===== src/fetch_defs.svh =====
`ifndef FETCH_DEFS_SVH
`define FETCH_DEFS_SVH

// first fetch address out of reset
`define RESET_PC 32'h0000_0100

// queue entries, equal to the fetch credits held by pc_gen
`define IQ_DEPTH 4

// consumer credits held by the queue after reset
`define OUT_CREDITS 2

// primary opcodes sorted by predecode
`define OP_J   6'd2
`define OP_JAL 6'd3
`define OP_BEQ 6'd4
`define OP_BNE 6'd5

`endif


===== src/fetch_pkg.sv =====
`default_nettype none

package fetch_pkg;

	// one fetched word, read either as i-type or j-type
	typedef union packed {
		struct packed {
			logic [5:0]  opcode;
			logic [4:0]  rs;
			logic [4:0]  rt;
			logic [15:0] imm;
		} i_form;
		struct packed {
			logic [5:0]  opcode;
			logic [25:0] target;
		} j_form;
	} instr_word_u;

	// how the front end sorted an instruction
	typedef enum logic [1:0] {
		KIND_SEQ    = 2'd0,
		KIND_JUMP   = 2'd1,
		KIND_BRANCH = 2'd2
	} instr_kind_e;

endpackage

`default_nettype wire


===== src/iq_push_if.sv =====
`timescale 1ns/1ps
`default_nettype none

// one predecoded instruction per cycle, always accepted by the queue
interface iq_push_if
	import fetch_pkg::*;
();

	logic        push;
	logic [31:0] pc;
	instr_word_u instr;
	instr_kind_e kind;

	modport source (
		output push,
		output pc,
		output instr,
		output kind
	);

	modport sink (
		input push,
		input pc,
		input instr,
		input kind
	);

endinterface

`default_nettype wire


===== src/pc_gen.sv =====
`timescale 1ns/1ps
`default_nettype none
`include "fetch_defs.svh"

module pc_gen (
	input  logic        clk,
	input  logic        reset,
	input  logic        redirect_valid,
	input  logic [31:0] redirect_pc,
	input  logic        jump_valid,
	input  logic [31:0] jump_target,
	input  logic        fetch_credit,
	output logic        req_valid,
	output logic [31:0] req_pc
);

	localparam int CW = $clog2(`IQ_DEPTH + 1);

	logic [31:0]   pc;
	logic [CW-1:0] credits;
	// low until the first cycle after reset
	logic          active;

	// jump and redirect both steal the slot, so no wrong-path request goes out
	assign req_valid = active && (credits != '0) && !redirect_valid && !jump_valid;
	assign req_pc    = pc;

	always_ff @(posedge clk) begin
		if (reset) begin
			active <= 1'b0;
		end else begin
			active <= 1'b1;
		end
	end

	always_ff @(posedge clk) begin
		if (reset) begin
			pc      <= `RESET_PC;
			credits <= CW'(`IQ_DEPTH);
		end else if (redirect_valid) begin
			// queue is flushed too, so every slot is free again
			pc      <= redirect_pc;
			credits <= CW'(`IQ_DEPTH);
		end else if (jump_valid) begin
			pc      <= jump_target;
			credits <= credits + CW'(fetch_credit);
		end else begin
			if (req_valid) begin
				pc <= pc + 32'd4;
			end
			credits <= credits - CW'(req_valid) + CW'(fetch_credit);
		end
	end

endmodule

`default_nettype wire


===== src/predecode.sv =====
`timescale 1ns/1ps
`default_nettype none
`include "fetch_defs.svh"

module predecode
	import fetch_pkg::*;
(
	input  logic        clk,
	input  logic        reset,
	input  logic        redirect_valid,
	input  logic        req_valid,
	input  logic [31:0] req_pc,
	input  instr_word_u imem_data,
	output logic        jump_valid,
	output logic [31:0] jump_target,
	iq_push_if.source   push_port
);

	// request delayed one cycle to meet the memory response
	logic        resp_valid;
	logic [31:0] resp_pc;
	logic [31:0] pc_plus4;
	logic        is_jump;
	logic        is_branch;
	logic        push;

	always_ff @(posedge clk) begin
		if (reset) begin
			resp_valid <= 1'b0;
		end else begin
			resp_valid <= req_valid;
		end
	end

	// pc only matters while resp_valid is set
	always_ff @(posedge clk) begin
		resp_pc <= req_pc;
	end

	assign pc_plus4 = resp_pc + 32'd4;

	always_comb begin
		is_jump   = (imem_data.j_form.opcode == `OP_J) ||
		            (imem_data.j_form.opcode == `OP_JAL);
		is_branch = (imem_data.i_form.opcode == `OP_BEQ) ||
		            (imem_data.i_form.opcode == `OP_BNE);
	end

	// a redirect kills the response still in flight
	assign push = resp_valid && !redirect_valid;

	// region of the delay-slot address, then word index
	assign jump_target = {pc_plus4[31:28], imem_data.j_form.target, 2'b00};
	assign jump_valid  = push && is_jump;

	always_comb begin
		push_port.push  = push;
		push_port.pc    = resp_pc;
		push_port.instr = imem_data;
		if (is_jump) begin
			push_port.kind = KIND_JUMP;
		end else if (is_branch) begin
			// no prediction, branches just fall through
			push_port.kind = KIND_BRANCH;
		end else begin
			push_port.kind = KIND_SEQ;
		end
	end

endmodule

`default_nettype wire


===== src/instr_queue.sv =====
`timescale 1ns/1ps
`default_nettype none
`include "fetch_defs.svh"

module instr_queue
	import fetch_pkg::*;
(
	input  logic        clk,
	input  logic        reset,
	input  logic        redirect_valid,
	iq_push_if.sink     push_port,
	output logic        fetch_credit,
	output logic        out_valid,
	output logic [31:0] out_pc,
	output logic [31:0] out_instr,
	output instr_kind_e out_kind,
	input  logic        out_credit
);

	localparam int PW  = (`IQ_DEPTH > 1) ? $clog2(`IQ_DEPTH) : 1;
	localparam int CW  = $clog2(`IQ_DEPTH + 1);
	localparam int OCW = $clog2(`OUT_CREDITS + 1);

	logic [31:0]    q_pc    [`IQ_DEPTH];
	instr_word_u    q_instr [`IQ_DEPTH];
	instr_kind_e    q_kind  [`IQ_DEPTH];
	logic [PW-1:0]  wr_ptr;
	logic [PW-1:0]  rd_ptr;
	logic [CW-1:0]  count;
	logic [OCW-1:0] out_credits;
	logic           pop;

	// no pop in a flush cycle, the entries are dropped instead
	assign pop          = (count != '0) && (out_credits != '0) && !redirect_valid;
	assign fetch_credit = pop;

	always_ff @(posedge clk) begin
		if (push_port.push) begin
			q_pc[wr_ptr]    <= push_port.pc;
			q_instr[wr_ptr] <= push_port.instr;
			q_kind[wr_ptr]  <= push_port.kind;
		end
	end

	always_ff @(posedge clk) begin
		if (reset || redirect_valid) begin
			wr_ptr <= '0;
			rd_ptr <= '0;
			count  <= '0;
		end else begin
			if (push_port.push) begin
				wr_ptr <= (wr_ptr == PW'(`IQ_DEPTH - 1)) ? '0 : wr_ptr + 1'b1;
			end
			if (pop) begin
				rd_ptr <= (rd_ptr == PW'(`IQ_DEPTH - 1)) ? '0 : rd_ptr + 1'b1;
			end
			count <= count + CW'(push_port.push) - CW'(pop);
		end
	end

	// consumer credits survive a redirect
	always_ff @(posedge clk) begin
		if (reset) begin
			out_credits <= OCW'(`OUT_CREDITS);
		end else begin
			out_credits <= out_credits - OCW'(pop) + OCW'(out_credit);
		end
	end

	always_ff @(posedge clk) begin
		if (reset || redirect_valid) begin
			out_valid <= 1'b0;
		end else begin
			out_valid <= pop;
		end
	end

	always_ff @(posedge clk) begin
		if (pop) begin
			out_pc    <= q_pc[rd_ptr];
			out_instr <= q_instr[rd_ptr];
			out_kind  <= q_kind[rd_ptr];
		end
	end

endmodule

`default_nettype wire


===== src/fetch_top.sv =====
`timescale 1ns/1ps
`default_nettype none

module fetch_top
	import fetch_pkg::*;
(
	input  logic        clk,
	input  logic        reset,
	output logic        imem_req_valid,
	output logic [31:0] imem_addr,
	input  logic [31:0] imem_data,
	input  logic        redirect_valid,
	input  logic [31:0] redirect_pc,
	output logic        out_valid,
	output logic [31:0] out_pc,
	output logic [31:0] out_instr,
	output instr_kind_e out_kind,
	input  logic        out_credit
);

	logic        fetch_credit;
	logic        jump_valid;
	logic [31:0] jump_target;

	iq_push_if u_push_if ();

	pc_gen u_pc_gen (
		.clk            (clk),
		.reset          (reset),
		.redirect_valid (redirect_valid),
		.redirect_pc    (redirect_pc),
		.jump_valid     (jump_valid),
		.jump_target    (jump_target),
		.fetch_credit   (fetch_credit),
		.req_valid      (imem_req_valid),
		.req_pc         (imem_addr)
	);

	// request also feeds predecode so it can pair pc with the response
	predecode u_predecode (
		.clk            (clk),
		.reset          (reset),
		.redirect_valid (redirect_valid),
		.req_valid      (imem_req_valid),
		.req_pc         (imem_addr),
		.imem_data      (imem_data),
		.jump_valid     (jump_valid),
		.jump_target    (jump_target),
		.push_port      (u_push_if.source)
	);

	instr_queue u_instr_queue (
		.clk            (clk),
		.reset          (reset),
		.redirect_valid (redirect_valid),
		.push_port      (u_push_if.sink),
		.fetch_credit   (fetch_credit),
		.out_valid      (out_valid),
		.out_pc         (out_pc),
		.out_instr      (out_instr),
		.out_kind       (out_kind),
		.out_credit     (out_credit)
	);

endmodule

`default_nettype wire


===== config.mk =====
export PLATFORM = sky130hd
export DESIGN_NAME = fetch_top
export DESIGN_NICKNAME = d
export VERILOG_FILES = /design/src/fetch_pkg.sv /design/src/iq_push_if.sv /design/src/pc_gen.sv /design/src/predecode.sv /design/src/instr_queue.sv /design/src/fetch_top.sv
export VERILOG_INCLUDE_DIRS = /design/src
export SDC_FILE = /design/constraint.sdc
export NUM_CORES = 1
export LEC_CHECK = 0
export BUFFER_PORTS_ARGS = -buffer_cell sky130_fd_sc_hd__buf_2
export CAP_MARGIN = 25
export CORE_UTILIZATION = 50
export CTS_CLUSTER_SIZE = 14
export DETAILED_ROUTE_END_ITERATION = 16
export PLACE_DENSITY_LB_ADDON = 0.2
export SYNTH_ARGS = -nofsm -noshare
export SYNTH_HDL_FRONTEND = slang
export SYNTH_SLANG_ARGS = --single-unit
export TNS_END_PERCENT = 100

===== constraint.sdc =====
create_clock -name clk -period 5.1 [get_ports clk]
set_input_delay 0.255 -clock clk [delete_from_list [all_inputs] [get_ports clk]]
set_output_delay 0.255 -clock clk [all_outputs]
set_load 0.03 [all_outputs]

==> metrics.txt, run 1 <==
Synth top area share 64.57%; most frequent cells in the layout edfxtp_1, buf_2, dfxtp_1, mux4_2, clkbuf_16; syn_area_per_cell 17.54 um^2; Slew HR 31.11%; TNS Setup 0 ns; clock sinks 409; status complete, no violations; hold path depth 3; Worst R2R Path Depth 10; type of the worst min-delay path primary input to flip-flop; Synth area leader edfxtp_1; crit-path max FO 10; starting DRC count in detailed routing 802; vias in the first global route 8647; setup violators final 0; R2R Path End u_instr_queue.count[2]; Hold Fails Final Rpt 0; area of the multi-input gates 3612 um^2; Post-synth top flop edfxtp_1; Hold Crit Endpoint u_pc_gen.req_pc[2]; largest cells by area after synthesis edfxtp_1, dfxtp_1, mux4_2, a21oi_1, ha_1; PwrDens 381.0 nW/um^2; fillcell total 2249; CTS tree yes; DRT Pass-1 Iters 5; io pins 168; post-synthesis cell count 875; std cell rows 63; Starting Density 51.23%; Core Region 29950 um^2; combinational fraction of design power 4.7%; Worst-Margin Slew 1.033 ns; Final min period 3.311 ns; number of remaining DRC errors 0; ANT nets after route 0; Setup CP Type primary input to flip-flop; largest net degree at the start of global routing 69; Pleak 0.006293 uW; crit start category primary input; total CTS buffers 41; nets@finish 1170; max-cap check violation count 0; Post-synth EDFFs 330; GRT overflow 0; post-DP HPWL 21510 um; layout cells sized above 1 28.41%; synthesis-to-layout area growth 19.16%; FF/Latch Area 11500 um^2; H-tree depth 2; Async SR Flop Fraction 0%; clock skew 0.01744 ns; CP Capture Type flip-flop; Die Width 177.2 um; sequential share of the synthesized area 74.88%; Crit path required time 5.51 ns; gpl congestion 0.8639; routed vias 8781; Max VDD drop 0.2893 mV; Hold Startpoint redirect_pc[2]; Crit path arrival time 3.72 ns; Chip Height 177.2 um; Post-Route WL 34120 um; clock insertion delay at the later pin of the skew report 0.53 ns; Ys Warns 0; total track usage 22.34%; Syn Nets 959; Clk pwr share 41.6%; IO Port Bufs 167; commonest non-fill, non-tap cell in the layout edfxtp_1; switching share of power 21.17%; antenna violations before repair 1; RR Startpoint u_instr_queue.count[2]; Max Freq 302.0 MHz; Distinct cells, synth 56; synthesized cell area 15350 um^2; clock-pin slew on the worst setup and hold paths 0.06 ns; WL/cell 22.64 um; Final Slew Violations 0; Sw Pwr 1475 uW; via/cell ratio 5.827; period utilization 64.92%; post-route cell area 18290 um^2; clock root buffer master clkbuf_16; Reg power frac 53.7%; worst reg2reg setup slack 1.80 ns; Longest Clk Path Bufs 3; unrepaired setup endpoints after global routing false; synthesized flop and latch total 409; first-pass GRT wire length 51670 um; Area after DPL 16600 um^2; die area 31400 um^2; cell internal pwr 5492 uW
## worst max path at each step
stage	start	slack [ns]	cells past startpoint	endpoint
floorplan	u_instr_queue.count[2]	1.68	10	u_instr_queue.count[2]
global placement	u_instr_queue.count[2]	1.79	10	u_instr_queue.count[2]
detailed placement	redirect_valid	1.70	11	u_instr_queue.count[2]
CTS	u_instr_queue.count[2]	1.71	10	u_instr_queue.count[2]
global route	u_instr_queue.count[2]	1.52	10	u_instr_queue.count[2]
finish	imem_data[29]	1.79	14	u_pc_gen.credits[2]
## synthesized netlist by cell type, drive strengths merged, types with 9 or more instances
library cell and number:
mux4 66, buf 10, nand4 23, nand2 37, clkbuf 35, ha 14, inv 19, o21ai 17
xnor2 10, a21oi 37, dfxtp 79, edfxtp 330, nor3 15, and3 11, nor4 9, nor2 41
nand3 17, a211oi 18
## registers in the layout, summed over array words and instances, names as in the netlist
register and count:
u_instr_queue.out_valid 1, u_instr_queue.q_kind 8, u_predecode.resp_valid 1, u_pc_gen.active 1, u_instr_queue.count 3, u_instr_queue.q_pc 128
u_instr_queue.out_kind 2, u_pc_gen.credits 3, u_instr_queue.out_pc 32, u_predecode.push_port.pc 32, u_pc_gen.req_pc 32, u_instr_queue.q_instr 128
u_instr_queue.out_credits 2, u_instr_queue.rd_ptr 2, u_instr_queue.wr_ptr 2, u_instr_queue.out_instr 32
## layout make-up
cell class	instances	area share, %
Sequential cell	409	62.88
Multi-Input combinational cell	402	19.75
Timing Repair Buffer	213	7.143
Clock buffer	59	6.432
Tap cell	390	2.668
Clock inverter	14	0.7116
Inverter	19	0.3969
Antenna cell	1	0.01368
## per-stage QoR
stage	utilization (%)	worst slack, ns	std cells	total power, uW	hold WS [ns]
6_report	61.05	1.789	1507	6967	0.01336
5_1_grt	61.05	1.516	1507	7170	0.01171
4_1_cts	60.86	1.713	1504	7016	0.005118
3_5_place_dp	55.43	1.701	1399	4118	0.3880
3_3_place_gp	55.36	1.795	1397	4109	0.3875
2_1_floorplan	-	1.675	875	3970	0.3539
## worst max-delay path, stage by stage
cell,delay (ns)
dlygate4sd3_1,0.55
buf_2,0.15
or3_1,0.49
or2_2,0.45
nand2_1,0.28
nor2_1,0.11
ha_1,0.29
inv_1,0.04
ha_1,0.18
fa_1,0.37
xor2_1,0.15
a21oi_1,0.20
xnor2_1,0.14
nand2_1,0.06
## per-layer routing
metal  wire length (um)  track usage (%)  vias up
met5                  0                0        -
met4                805            6.897        0
met3               2344            4.231       55
met2              16930            36.54      360
met1              14040            30.42     4450
li1                   -                -     3916
## cell families after synthesis
logic type                 count (synthesis)  share of synthesized area, %
DFF                                      409                         74.88
and+or+nand+nor                          181                         6.001
AOI/OAI and AO/OA                        117                         5.080
muxes                                     70                         9.947
buffers and inverters                     64                         1.663
xor gates and xnor gates                  18                         1.027
adders and majority gates                 16                         1.402
## power groups by stage
stage	sequential, uW	combinational [uW]	clock, uW
3_5_place_dp	3810	306	0
6_report	3740	325	2900
5_1_grt	3750	350	3070
3_3_place_gp	3810	300	0
4_1_cts	3740	326	2950
2_1_floorplan	3830	136	0
## what timing repair did
action | 4_1_cts | 5_1_grt
setup buffers | 0 | 0
resized for setup | 0 | 0
endpoints found under the setup margin | 0 | 0
hold endpoints to repair | 119 | 0
hold buffers | 32 | 0
Note: power is estimated with default switching activity, not from simulation.
==> run 2: changes to the inputs <==
Clock period 5.1 ns to 3.2 ns, I/O delays scaled along.
==> run 2 against run 1 <==
  * Setup slack worse by 1.4 ns
  * Combinational power increased by 66%
  * Largest cell class unchanged
  * Critical path type unchanged
  * Flip-flop and latch count stayed put
  * Die area unchanged
  * Highest routed layer is now met5
  * Largest power group unchanged
==> metrics.txt, run 2 (synthesized netlist as in run 1, its figures left out) <==
Longest Clk Path Bufs 3; Worst-Margin Slew 0.7710 ns; Final Slew Violations 0; type of the worst min-delay path primary input to flip-flop; clock sinks 409; Crit path arrival time 3.24 ns; area of the multi-input gates 3612 um^2; Chip Height 177.2 um; CTS tree yes; Worst R2R Path Depth 7; RR Startpoint u_pc_gen.req_pc[2]; gpl congestion 0.8522; setup slack after layout 0.3778 ns; Max VDD drop 0.5480 mV; die area 31400 um^2; R2R Path End u_pc_gen.req_pc[18]; period utilization 88.19%; synthesis-to-layout area growth 20.94%; via/cell ratio 5.624; nets@finish 1196; commonest non-fill, non-tap cell in the layout edfxtp_1; worst hold slack 0.01444 ns; most frequent cells in the layout edfxtp_1, buf_2, dfxtp_1, mux4_2, dlygate4sd3_1; IO Port Bufs 167; first-pass GRT wire length 50360 um; ANT nets after route 0; antenna violations before repair 4; Core Region 29950 um^2; FF/Latch Area 11500 um^2; clock-pin slew on the worst setup and hold paths 0.06 ns; Crit path required time 3.61 ns; number of remaining DRC errors 0; starting DRC count in detailed routing 613; largest net degree at the start of global routing 67; unrepaired setup endpoints after global routing false; dpl ws 0.4151 ns; CP Capture Type flip-flop; layout cells sized above 1 29.22%; top flop regs u_instr_queue.q_instr (128), u_instr_queue.q_pc (128); PnR Total Power 11160 uW; TNS Setup 0 ns; Slew HR 48.32%; Final min period 2.822 ns; PwrDens 601.1 nW/um^2; routed vias 8633; crit-path max FO 6; clock insertion delay at the later pin of the skew report 0.53 ns; Post-Route WL 33810 um; Hold Crit Endpoint u_pc_gen.req_pc[3]; vias in the first global route 8472; clock root buffer master clkbuf_16; Area after DPL 16760 um^2; clock skew 0.01866 ns; post-route cell area 18560 um^2; setup violators final 0; post-DP HPWL 21530 um; total track usage 21.87%; H-tree depth 2; Starting Density 51.23%; WL/cell 22.03 um; fillcell total 2199; Hold Startpoint redirect_pc[3]; Die Width 177.2 um; status complete, no violations; Hold Fails Final Rpt 0; Pleak 0.006416 uW; GRT overflow 0; crit start category primary input; io pins 168; worst reg2reg setup slack 0.58 ns; Max Freq 354.3 MHz; DRT Pass-1 Iters 5; max-cap check violation count 0; hold path depth 3; Setup CP Type primary input to flip-flop; total CTS buffers 40; std cell rows 63
==> run 2: layout make-up <==
type                       count  share of cell area [%]
multi-input combinational    402                   19.46
clock inverter                23                   1.234
timing repair buffer         240                   8.427
antenna                        2                 0.02697
sequential                   409                   61.96
clock buffer                  50                   5.872
tap                          390                   2.629
inverter                      19                  0.3910
==> run 2: per-layer routing <==
layer,part of all wire (%),global-route usage [%],wire length (um)
met1,42,29.67,14140
met2,49,35.94,16660
met3,6.2,3.930,2096
met4,2.7,6.968,905
met5,0.038,0,13
==> run 2: timing repair <==
| item | in CTS | in global routing |
|---|---|---|
| resized for setup | 0 | 0 |
| hold buffers | 47 | 0 |
| hold endpoints to repair | 144 | 0 |
| buffers inserted | 0 | 0 |
==> run 2: critical path, stage by stage <==
cell and delay, ns:
dlygate4sd3_1 0.54, buf_2 0.14, or3_1 0.49, or2_2 0.35, nand2_1 0.09, nor2_1 0.05, ha_1 0.28, inv_1 0.04
ha_1 0.18, fa_1 0.38, xor2_1 0.15, a21oi_1 0.18, xnor2_1 0.13, nand2_1 0.06
==> run 2: how the worst max path moves through the flow <==
stage                           startpoint                endpoint  depth (start not counted)
CTS                          imem_data[29]     u_pc_gen.credits[2]                         14
global placement             imem_data[29]     u_pc_gen.credits[2]                         13
global route                 imem_data[29]     u_pc_gen.credits[2]                         14
detailed placement           imem_data[29]     u_pc_gen.credits[2]                         13
finish                       imem_data[29]     u_pc_gen.credits[2]                         14
floorplan           u_instr_queue.count[2]  u_instr_queue.count[2]                         10
==> run 2: through the flow <==
stage | cells | utilization, %
final | 1535 | 61.96
after global routing | 1534 | 61.95
after CTS | 1533 | 61.94
after detailed placement | 1413 | 55.97
after global placement | 1413 | 55.97
after floorplan | 875 | -
==> run 2: report_power, final <==
group	total (uW)	switching (uW)	internal (uW)	leakage (uW)
logic	539	326	213	0.00211
registers	5960	116	5840	0.00367
clock network	4660	1910	2750	0.000637
